==> src/hw/video_pkg.sv <==
package video_pkg;

    // horizontal geometry in pixels
    localparam int H_VISIBLE = 32;
    localparam int H_FRONT   = 4;
    localparam int H_SYNC    = 4;
    localparam int H_BACK    = 8;
    localparam int H_TOTAL   = H_VISIBLE + H_FRONT + H_SYNC + H_BACK;   // 48

    // vertical geometry in lines
    localparam int V_VISIBLE = 8;
    localparam int V_FRONT   = 1;
    localparam int V_SYNC    = 2;
    localparam int V_BACK    = 2;
    localparam int V_TOTAL   = V_VISIBLE + V_FRONT + V_SYNC + V_BACK;   // 13

    localparam int PIXELS_PER_WORD = 4;         // 4-bpp nibbles per vram word
    localparam int POINTER_SIZE    = 8;         // pointer is 8x8
    localparam int PIPE_DELAY      = 3;         // count to colour at the pins

    localparam logic [5:0] XR_VID_CTRL     = 6'h00;
    localparam logic [5:0] XR_SCANLINE     = 6'h02;
    localparam logic [5:0] XR_VID_LEFT     = 6'h03;
    localparam logic [5:0] XR_VID_RIGHT    = 6'h04;
    localparam logic [5:0] XR_POINTER_H    = 6'h05;
    localparam logic [5:0] XR_POINTER_V    = 6'h06;
    localparam logic [5:0] XR_PA_GFX_CTRL  = 6'h10;
    localparam logic [5:0] XR_PA_DISP_ADDR = 6'h12;
    localparam logic [5:0] XR_PA_LINE_LEN  = 6'h13;

    typedef logic [15:0] word_t;
    typedef logic [15:0] addr_t;
    typedef logic [7:0]  color_t;
    typedef logic [$clog2(H_TOTAL)-1:0] hres_t;
    typedef logic [$clog2(V_TOTAL)-1:0] vres_t;
    typedef logic [3:0]  pointer_addr_t;

    typedef struct packed {
        color_t      colorbase;                 // xor'd into every pixel
        logic        blank;
        logic [6:0]  reserved;
    } gfx_ctrl_t;

    typedef struct packed {
        logic [3:0]  color;                     // upper nibble of pointer pixels
        logic [11:0] pos_v;
    } pointer_v_t;

    // one register data word, viewed by register number
    typedef union packed {
        word_t       word;
        gfx_ctrl_t   gfx_ctrl;
        pointer_v_t  pointer_v;
    } xr_word_u;

    typedef struct packed {
        hres_t       h_count;
        vres_t       v_count;
        logic        h_visible;
        logic        v_visible;
        logic        end_of_line;
        logic        end_of_frame;
        logic        end_of_visible;            // last pixel of last visible line
    } raster_t;

    typedef struct packed {
        addr_t       start_addr;
        word_t       line_len;
        color_t      colorbase;
        logic        blank;
        color_t      border_color;
        hres_t       vid_left;
        hres_t       vid_right;
    } pf_cfg_t;

    typedef struct packed {
        hres_t       pos_h;
        logic [11:0] pos_v;
        logic [3:0]  color;
    } ptr_cfg_t;

endpackage

==> src/hw/video_timing.sv <==
module video_timing (
    input  logic                clk,
    input  logic                reset_i,
    output video_pkg::raster_t  raster_o,
    output logic                hsync_o,
    output logic                vsync_o,
    output logic                dv_de_o,
    output logic                h_blank_o,
    output logic                v_blank_o
);

    video_pkg::hres_t   h_count;
    video_pkg::vres_t   v_count;
    logic               h_visible;
    logic               v_visible;
    logic               end_of_line;
    logic               end_of_frame;
    logic               hsync;
    logic               vsync;
    logic [4:0]         vid_now;                            // hsync, vsync, de, h/v blank
    logic [video_pkg::PIPE_DELAY-1:0][4:0] vid_pipe;

    always_comb begin
        h_visible    = (h_count < video_pkg::hres_t'(video_pkg::H_VISIBLE));
        v_visible    = (v_count < video_pkg::vres_t'(video_pkg::V_VISIBLE));
        end_of_line  = (h_count == video_pkg::hres_t'(video_pkg::H_TOTAL - 1));
        end_of_frame = end_of_line && (v_count == video_pkg::vres_t'(video_pkg::V_TOTAL - 1));

        hsync = (h_count >= video_pkg::hres_t'(video_pkg::H_VISIBLE + video_pkg::H_FRONT)) &&
                (h_count < video_pkg::hres_t'(video_pkg::H_VISIBLE + video_pkg::H_FRONT +
                                               video_pkg::H_SYNC));
        vsync = (v_count >= video_pkg::vres_t'(video_pkg::V_VISIBLE + video_pkg::V_FRONT)) &&
                (v_count < video_pkg::vres_t'(video_pkg::V_VISIBLE + video_pkg::V_FRONT +
                                               video_pkg::V_SYNC));

        vid_now = {hsync, vsync, h_visible && v_visible, !h_visible, !v_visible};

        raster_o.h_count        = h_count;
        raster_o.v_count        = v_count;
        raster_o.h_visible      = h_visible;
        raster_o.v_visible      = v_visible;
        raster_o.end_of_line    = end_of_line;
        raster_o.end_of_frame   = end_of_frame;
        raster_o.end_of_visible = end_of_line &&
                                  (v_count == video_pkg::vres_t'(video_pkg::V_VISIBLE - 1));
    end

    always_ff @(posedge clk) begin
        if (reset_i) begin
            h_count  <= '0;
            v_count  <= '0;
            vid_pipe <= '0;
        end else begin
            if (end_of_line) begin
                h_count <= '0;
                v_count <= end_of_frame ? '0 : v_count + 1'b1;
            end else begin
                h_count <= h_count + 1'b1;
            end
            vid_pipe <= {vid_pipe[video_pkg::PIPE_DELAY-2:0], vid_now};    // match pixel path
        end
    end

    assign {hsync_o, vsync_o, dv_de_o, h_blank_o, v_blank_o} = vid_pipe[video_pkg::PIPE_DELAY-1];

endmodule

==> src/hw/video_regs.sv <==
module video_regs (
    input  logic                 clk,
    input  logic                 reset_i,
    input  logic                 reg_wr_en_i,
    input  logic [5:0]           reg_num_i,
    input  video_pkg::xr_word_u  reg_data_i,
    input  video_pkg::raster_t   raster_i,
    output video_pkg::word_t     reg_data_o,
    output video_pkg::pf_cfg_t   pf_cfg_o,
    output video_pkg::ptr_cfg_t  ptr_cfg_o,
    output logic                 intr_o
);

    video_pkg::xr_word_u rd_word;

    always_ff @(posedge clk) begin
        if (reset_i) begin
            pf_cfg_o.start_addr   <= '0;
            pf_cfg_o.line_len     <= video_pkg::word_t'(video_pkg::H_VISIBLE /
                                                        video_pkg::PIXELS_PER_WORD);
            pf_cfg_o.colorbase    <= '0;
            pf_cfg_o.blank        <= 1'b0;
            pf_cfg_o.border_color <= '0;
            pf_cfg_o.vid_left     <= '0;
            pf_cfg_o.vid_right    <= video_pkg::hres_t'(video_pkg::H_VISIBLE);
            ptr_cfg_o.pos_h       <= '0;
            ptr_cfg_o.pos_v       <= 12'(video_pkg::V_TOTAL);  // off the frame, pointer hidden
            ptr_cfg_o.color       <= '0;
            intr_o                <= 1'b0;
        end else begin
            intr_o <= raster_i.end_of_visible;                  // one pulse per frame

            if (reg_wr_en_i) begin
                case (reg_num_i)
                    video_pkg::XR_VID_CTRL: begin
                        pf_cfg_o.border_color <= reg_data_i.word[7:0];
                    end
                    video_pkg::XR_VID_LEFT: begin
                        pf_cfg_o.vid_left <= video_pkg::hres_t'(reg_data_i.word);
                    end
                    video_pkg::XR_VID_RIGHT: begin
                        pf_cfg_o.vid_right <= video_pkg::hres_t'(reg_data_i.word);
                    end
                    video_pkg::XR_POINTER_H: begin
                        ptr_cfg_o.pos_h <= video_pkg::hres_t'(reg_data_i.word);
                    end
                    video_pkg::XR_POINTER_V: begin
                        ptr_cfg_o.pos_v <= reg_data_i.pointer_v.pos_v;
                        ptr_cfg_o.color <= reg_data_i.pointer_v.color;
                    end
                    video_pkg::XR_PA_GFX_CTRL: begin
                        pf_cfg_o.colorbase <= reg_data_i.gfx_ctrl.colorbase;
                        pf_cfg_o.blank     <= reg_data_i.gfx_ctrl.blank;
                    end
                    video_pkg::XR_PA_DISP_ADDR: begin
                        pf_cfg_o.start_addr <= reg_data_i.word;
                    end
                    video_pkg::XR_PA_LINE_LEN: begin
                        pf_cfg_o.line_len <= reg_data_i.word;
                    end
                    default: begin
                    end
                endcase
            end
        end
    end

    // readback mux, pointer registers fall to zero
    always_comb begin
        rd_word.word = '0;
        case (reg_num_i)
            video_pkg::XR_VID_CTRL:     rd_word.word = video_pkg::word_t'(pf_cfg_o.border_color);
            video_pkg::XR_SCANLINE:     rd_word.word = video_pkg::word_t'(raster_i.v_count);
            video_pkg::XR_VID_LEFT:     rd_word.word = video_pkg::word_t'(pf_cfg_o.vid_left);
            video_pkg::XR_VID_RIGHT:    rd_word.word = video_pkg::word_t'(pf_cfg_o.vid_right);
            video_pkg::XR_PA_GFX_CTRL: begin
                rd_word.gfx_ctrl.colorbase = pf_cfg_o.colorbase;
                rd_word.gfx_ctrl.blank     = pf_cfg_o.blank;
            end
            video_pkg::XR_PA_DISP_ADDR: rd_word.word = pf_cfg_o.start_addr;
            video_pkg::XR_PA_LINE_LEN:  rd_word.word = pf_cfg_o.line_len;
            default: begin
            end
        endcase
    end

    always_ff @(posedge clk) begin
        reg_data_o <= rd_word.word;                             // one cycle after reg_num_i
    end

endmodule

==> src/hw/video_playfield.sv <==
module video_playfield (
    input  logic                 clk,
    input  logic                 reset_i,
    input  video_pkg::raster_t   raster_i,
    input  video_pkg::pf_cfg_t   cfg_i,
    input  video_pkg::word_t     vram_data_i,
    output logic                 vram_sel_o,
    output video_pkg::addr_t     vram_addr_o,
    output video_pkg::color_t    color_index_o
);

    video_pkg::addr_t  line_addr;                           // first word of current line
    video_pkg::addr_t  fetch_base;
    video_pkg::hres_t  fetch_x;                             // pixel that the fetch serves
    logic              fetch_wrap;
    logic              fetch_line_vis;
    logic              fetch;
    video_pkg::word_t  pix_word;                            // nibble shifter, high first
    video_pkg::hres_t  pix_x;
    logic              pix_vis;
    logic              in_window;
    logic [3:0]        nibble;

    // fetch runs two pixels ahead, sel register plus memory latency
    always_comb begin
        fetch_wrap = (raster_i.h_count >= video_pkg::hres_t'(video_pkg::H_TOTAL - 2));
        if (fetch_wrap) begin
            // first word of the next line
            fetch_x        = raster_i.h_count - video_pkg::hres_t'(video_pkg::H_TOTAL - 2);
            fetch_line_vis = (raster_i.v_count == video_pkg::vres_t'(video_pkg::V_TOTAL - 1)) ||
                             (raster_i.v_count < video_pkg::vres_t'(video_pkg::V_VISIBLE - 1));
            if (raster_i.v_count == video_pkg::vres_t'(video_pkg::V_TOTAL - 1)) begin
                fetch_base = cfg_i.start_addr;
            end else begin
                fetch_base = line_addr + cfg_i.line_len;
            end
        end else begin
            fetch_x        = raster_i.h_count + video_pkg::hres_t'(2);
            fetch_line_vis = raster_i.v_visible;
            fetch_base     = line_addr;
        end
        fetch = !cfg_i.blank && fetch_line_vis &&
                (fetch_x < video_pkg::hres_t'(video_pkg::H_VISIBLE)) &&
                ((fetch_x % video_pkg::PIXELS_PER_WORD) == 0);

        nibble    = cfg_i.blank ? 4'h0 : pix_word[15:12];
        in_window = pix_vis && (pix_x >= cfg_i.vid_left) && (pix_x < cfg_i.vid_right);
    end

    always_ff @(posedge clk) begin
        if (reset_i) begin
            line_addr     <= '0;
            vram_sel_o    <= 1'b0;
            color_index_o <= '0;
        end else begin
            if (raster_i.end_of_frame) begin
                line_addr <= cfg_i.start_addr;
            end else if (raster_i.end_of_line && raster_i.v_visible) begin
                line_addr <= line_addr + cfg_i.line_len;
            end
            vram_sel_o <= fetch;
            if (in_window) begin
                color_index_o <= video_pkg::color_t'(nibble) ^ cfg_i.colorbase;
            end else begin
                color_index_o <= cfg_i.border_color;            // border kept while blanked
            end
        end
    end

    always_ff @(posedge clk) begin
        vram_addr_o <= fetch_base + video_pkg::addr_t'(fetch_x / video_pkg::PIXELS_PER_WORD);
        if ((raster_i.h_count % video_pkg::PIXELS_PER_WORD) == 0) begin
            pix_word <= vram_data_i;                            // word fetched two cycles back
        end else begin
            pix_word <= {pix_word[11:0], 4'h0};
        end
        pix_x   <= raster_i.h_count;
        pix_vis <= raster_i.h_visible && raster_i.v_visible;
    end

endmodule

==> src/hw/video_pointer.sv <==
module video_pointer (
    input  logic                     clk,
    input  logic                     reset_i,
    input  video_pkg::raster_t       raster_i,
    input  video_pkg::ptr_cfg_t      cfg_i,
    input  video_pkg::color_t        pf_color_i,
    input  video_pkg::word_t         pointer_data_i,
    output video_pkg::pointer_addr_t pointer_addr_o,
    output video_pkg::color_t        color_index_o
);

    logic [$clog2(video_pkg::POINTER_SIZE):0] ptr_h;    // column, saturates at POINTER_SIZE
    logic [$clog2(video_pkg::POINTER_SIZE):0] ptr_v;    // row, saturates at POINTER_SIZE
    logic [1:0]  nib_sel;                               // column within fetched word
    logic        draw_d;
    logic [3:0]  nibble;

    // word for the next pixel, data returns as that pixel reaches us
    assign pointer_addr_o = video_pkg::pointer_addr_t'(
        ptr_v * (video_pkg::POINTER_SIZE / video_pkg::PIXELS_PER_WORD) +
        ptr_h / video_pkg::PIXELS_PER_WORD);

    assign nibble = pointer_data_i[4 * (3 - nib_sel) +: 4];

    always_ff @(posedge clk) begin
        if (reset_i) begin
            ptr_h         <= $bits(ptr_h)'(video_pkg::POINTER_SIZE);
            ptr_v         <= $bits(ptr_v)'(video_pkg::POINTER_SIZE);
            draw_d        <= 1'b0;
            color_index_o <= '0;
        end else begin
            if (raster_i.h_count == cfg_i.pos_h) begin
                ptr_h <= '0;
                if (12'(raster_i.v_count) == cfg_i.pos_v) begin
                    ptr_v <= '0;                        // top row
                end else if (ptr_v < video_pkg::POINTER_SIZE) begin
                    ptr_v <= ptr_v + 1'b1;
                end
            end else if (ptr_h < video_pkg::POINTER_SIZE) begin
                ptr_h <= ptr_h + 1'b1;
            end

            draw_d <= (ptr_h < video_pkg::POINTER_SIZE) && (ptr_v < video_pkg::POINTER_SIZE);

            if (draw_d && (nibble != 4'h0)) begin
                color_index_o <= {cfg_i.color, nibble};
            end else begin
                color_index_o <= pf_color_i;            // transparent pixel
            end
        end
    end

    always_ff @(posedge clk) begin
        nib_sel <= ptr_h[1:0];
    end

endmodule

==> src/hw/video_gen.sv <==
module video_gen (
    input  logic                     clk,
    input  logic                     reset_i,
    input  logic                     reg_wr_en_i,
    input  logic [5:0]               reg_num_i,
    input  video_pkg::word_t         reg_data_i,
    output video_pkg::word_t         reg_data_o,
    output logic                     video_intr_o,
    output logic                     vram_sel_o,
    output video_pkg::addr_t         vram_addr_o,
    input  video_pkg::word_t         vram_data_i,
    output video_pkg::pointer_addr_t pointer_addr_o,
    input  video_pkg::word_t         pointer_data_i,
    output video_pkg::color_t        color_index_o,
    output logic                     hsync_o,
    output logic                     vsync_o,
    output logic                     dv_de_o,
    output logic                     h_blank_o,
    output logic                     v_blank_o
);

    video_pkg::raster_t  raster;
    video_pkg::pf_cfg_t  pf_cfg;
    video_pkg::ptr_cfg_t ptr_cfg;
    video_pkg::color_t   pf_color;                  // playfield pixel before pointer

    video_timing u_timing (
        .clk        (clk),
        .reset_i    (reset_i),
        .raster_o   (raster),
        .hsync_o    (hsync_o),
        .vsync_o    (vsync_o),
        .dv_de_o    (dv_de_o),
        .h_blank_o  (h_blank_o),
        .v_blank_o  (v_blank_o)
    );

    video_regs u_regs (
        .clk         (clk),
        .reset_i     (reset_i),
        .reg_wr_en_i (reg_wr_en_i),
        .reg_num_i   (reg_num_i),
        .reg_data_i  (reg_data_i),
        .raster_i    (raster),
        .reg_data_o  (reg_data_o),
        .pf_cfg_o    (pf_cfg),
        .ptr_cfg_o   (ptr_cfg),
        .intr_o      (video_intr_o)
    );

    video_playfield u_playfield (
        .clk           (clk),
        .reset_i       (reset_i),
        .raster_i      (raster),
        .cfg_i         (pf_cfg),
        .vram_data_i   (vram_data_i),
        .vram_sel_o    (vram_sel_o),
        .vram_addr_o   (vram_addr_o),
        .color_index_o (pf_color)
    );

    video_pointer u_pointer (
        .clk            (clk),
        .reset_i        (reset_i),
        .raster_i       (raster),
        .cfg_i          (ptr_cfg),
        .pf_color_i     (pf_color),
        .pointer_data_i (pointer_data_i),
        .pointer_addr_o (pointer_addr_o),
        .color_index_o  (color_index_o)
    );

endmodule

==> config.mk <==
export PLATFORM = sky130hd
export DESIGN_NAME = video_gen
export DESIGN_NICKNAME = d
export VERILOG_FILES = /design/src/hw/video_pkg.sv /design/src/hw/video_timing.sv /design/src/hw/video_regs.sv /design/src/hw/video_playfield.sv /design/src/hw/video_pointer.sv /design/src/hw/video_gen.sv
export SDC_FILE = /design/constraint.sdc
export NUM_CORES = 1
export LEC_CHECK = 0
export ABC_AREA = 1
export BUFFER_PORTS_ARGS = -buffer_cell sky130_fd_sc_hd__buf_2
export CORE_MARGIN = 5
export CORE_UTILIZATION = 53
export CTS_CLUSTER_SIZE = 10
export DETAILED_ROUTE_END_ITERATION = 8
export GPL_TIMING_DRIVEN = 0
export PLACE_DENSITY_LB_ADDON = 0.3
export RECOVER_POWER = 50
export SLEW_MARGIN = 20
export SYNTH_ARGS = -nofsm -noshare
export SYNTH_HDL_FRONTEND = slang
export SYNTH_SLANG_ARGS = --single-unit
==> constraint.sdc <==
create_clock -name clk -period 2.85 [get_ports clk]
set_input_delay 0.4275 -clock clk [delete_from_list [all_inputs] [get_ports clk]]
set_output_delay 0.4275 -clock clk [all_outputs]
set_load 0.02 [all_outputs]
==> results_dict.tcl <==
set metrics [dict create \
    syn2layout_area_growth_pct 19.5 \
    crit_arrival_ns 3.26 \
    die_y_microns 145 \
    syn_inst 1296 \
    clk_pin_slew_worst_paths_ns 0.06 \
    min_path_cells 3 \
    max_freq_mhz 353 \
    vias_per_cell 5.65 \
    outcome "complete, no violations" \
    grt_max_degree 18 \
    final_util_pct 64.5 \
    wl_per_cell_microns 17.4 \
    synthTopCellsByArea "dfxtp_1 43%, nand2_1 8.8%, o21ai_0 6.6%" \
    diodes 0 \
    clockPowerShare_pct 45.6 \
    cp.required_ns 3.28 \
    internal-power_uw 4840 \
    core_sq_um 18000 \
    place_hpwl_microns 21700 \
    synth_top_cell_by_area "dfxtp_1" \
    reg2reg_depth 19 \
    numCtsBuffers 25 \
    drt-total-wl_microns 29400 \
    via_count 9566 \
    design_area_sq_um 11600 \
    synth_top_area_share_pct 43.0 \
    p_sw_share_pct 23.0 \
    switchingPower_uw 1450 \
    start_kind "flip-flop" \
    place_area_sq_um 10500 \
    finalHoldViolCount 0 \
    rows 49 \
    port_buffers 107 \
    comb_power_share_pct 6.2 \
    fin_skew_ns 0.00808 \
    synthArstFlopShare_pct 0 \
    ant_nets 0 \
    setup_viol 0 \
    ys_warn_count 0 \
    nNetsFinal 1560 \
    p_leak_uw 0.00517 \
    path_class "flip-flop to flip-flop" \
    synth-edff-count 0 \
    io_pins 108 \
    post_synth.cell_area_avg_sq_um 7.48 \
    synthTopCellsByCount "227 x nand2_1, 208 x dfxtp_1, 161 x nor2_1, 154 x inv_1, 128 x o21ai_0" \
    hold_path.class "primary input to flip-flop" \
    critPathCaptureType "flip-flop" \
    synth.most_common_cell "nand2_1" \
    synth-seq-area-share_pct 43.0 \
    synth_cell_type_count 51 \
    cts_max_level 1 \
    syn-cell-area_sq_um 9690 \
    worst_path_max_delay_cell "dfxtp_1" \
    timing.final.crit_share_pct 99.5 \
    cts_tree "yes" \
    grt_usage_pct 26.0 \
    antenna_found_initial 0 \
    grt-ovfl-total 0 \
    synth_nets 1396 \
    die_w_microns 145 \
    drt_first_iter_violations 1017 \
    grt_pass1_vias 8811 \
    nFillCells 1615 \
    clock_path_buffers 3 \
    cts_root_buf "clkbuf_16" \
    worst_pin_slew_ns 1.15 \
    ctsHoldBuffers 0 \
    maxCapViolCount 0 \
    place_congestion 0.945 \
    clk_latency_ns 0.53 \
    clock-sinks 208 \
    seqPwrFrac_pct 48.3 \
    dieArea_sq_um 21100 \
    drv_slew 0 \
    crit_chain "inv_4 > ha_4 > nand3_4 > buf_12 > clkinv_8 > or2_4 > o21ai_2 > o21ai_2 > ha_1 > nand3_1 > nand3_2 > a21o_1 > nand3_2 > nor2_4 > nand3_4 > nor2_4 > nand3_1 > nand2_1 > nand2_1" \
    cpPeakStageDelay_ns 0.43 \
    drc 0 \
    powerDensity_nw_per_um2 543 \
    grt_pass1_wl_microns 45300 \
    worstPathMaxFanout 17 \
    peakVddDrop_uv 460 \
    period_needed_ns 2.83 \
    initial_core_util_pct 54.0 \
    drtPass1Iterations 7 \
    rsz0062_at_grt "true" \
    ys_seq_elements 208 \
    synthFlopType "dfxtp_1" \
    slew_headroom_pct 22.9 \
    drive_above_1_share_pct 13.5 \
    p_total_uw 6280 \
]
-- power by group through the flow --
stage	Sequential, uW	Clock, uW	Combinational (uW)
CTS	3030	2890	380
finish	3030	2860	388
floorplan	3090	0	215
detailed placement	3090	0	375
global route	3040	3020	430
global placement	3090	0	368
-- cell families after synthesis --
group,share of synthesized area [%]
simple gates,22.7
compound gates,16.7
flops,43.0
buf+inv,8.47
fa+ha+maj,5.71
xor+xnor,2.17
mux,1.39
-- cells in the final DEF, fill, tap and decap left out, drive strengths merged, types with 4 or more instances in the layout --
master  netlist  final
nand2       236    236
dfxtp       208    208
nor2        166    166
inv         158    158
o21ai       129    129
a21oi       115    115
clkbuf       33    114
buf          13     97
nand3        63     63
ha           41     41
xor2         20     20
nand4        17     17
o211ai       16     16
mux2         12     12
or2           9      9
nor3          8      8
nor4          6      6
o22ai         5      5
o221ai        5      5
clkinv        3      5
xnor2         4      4
a31oi         4      4
a22oi         4      4
a221oi        4      4
-- worst max-delay path: cells and delay by family, from the launching register on --
family          cells  cell delay, ns
buf+inv             3            0.28
fa+ha+maj           2            0.46
flops               1            0.43
compound gates      3            0.27
simple gates       11            1.28
-- final cells by class --
type,instances,area [sq um],share of cell area (%)
plain buffers,43,224,1.93
flip-flops and latches,208,4180,36.1
multi-input cells,881,4820,41.6
well taps,229,287,2.47
repair buffers,140,734,6.34
clock inverters,3,55.1,0.475
clock buffers,28,657,5.67
inverters,161,627,5.41
-- timing repair --
| item | in CTS | in global routing |
|---|---|---|
| gates resized for setup | 33 | 25 |
| setup endpoints to repair | 13 | 9 |
| pin swaps | 10 | 20 |
| setup buffers | 15 | 18 |
-- registers in the layout (all words and copies together) (netlist names), 4 cells and up --
signal	count
u_pointer.ptr_h	4
u_regs.ptr_cfg_o	22
u_playfield.pix_word	16
u_playfield.pix_x	6
u_timing.h_count	6
u_pointer.color_index_o	8
u_regs.pf_cfg_o	61
u_regs.reg_data_o	16
u_playfield.vram_addr_o	16
u_timing.v_count	4
u_playfield.line_addr	16
u_playfield.color_index_o	8
u_pointer.ptr_v	4
u_timing.vid_pipe	10
-- layer usage --
| metal | wire [microns] | vias up | track usage (%) |
|---|---|---|---|
| li1 | - | 4593 | - |
| met1 | 12200 | 4372 | 36.1 |
| met2 | 13100 | 500 | 40.8 |
| met3 | 2990 | 101 | 4.61 |
| met4 | 1060 | 0 | 9.56 |
| met5 | 0 | - | 0 |
-- worst paths after layout --
kind / startpoint / end / slack, ns
max: u_timing.v_count[1] / u_playfield.vram_addr_o[13] / 0.02
min: vram_data_i[0] / u_playfield.pix_word[0] / 0.08
max reg2reg: u_timing.v_count[1] / u_playfield.vram_addr_o[13] / 0.02
min reg2reg: u_timing.h_count[5] / u_playfield.pix_x[5] / 0.35
-- metrics by stage --
step | std cells | setup WS (ns) | setup TNS, ns | hold slack, ns
after floorplan | 1296 | 0.0234 | 0 | 0.332
after global placement | 1632 | -0.564 | -4.37 | 0.335
after detailed placement | 1632 | -0.648 | -4.81 | 0.341
after CTS | 1676 | 0.0152 | 0 | 0.0687
after global routing | 1693 | -0.120 | -0.464 | 0.100
final | 1693 | 0.0152 | 0 | 0.0781
Power figures use the tool's default switching activity.
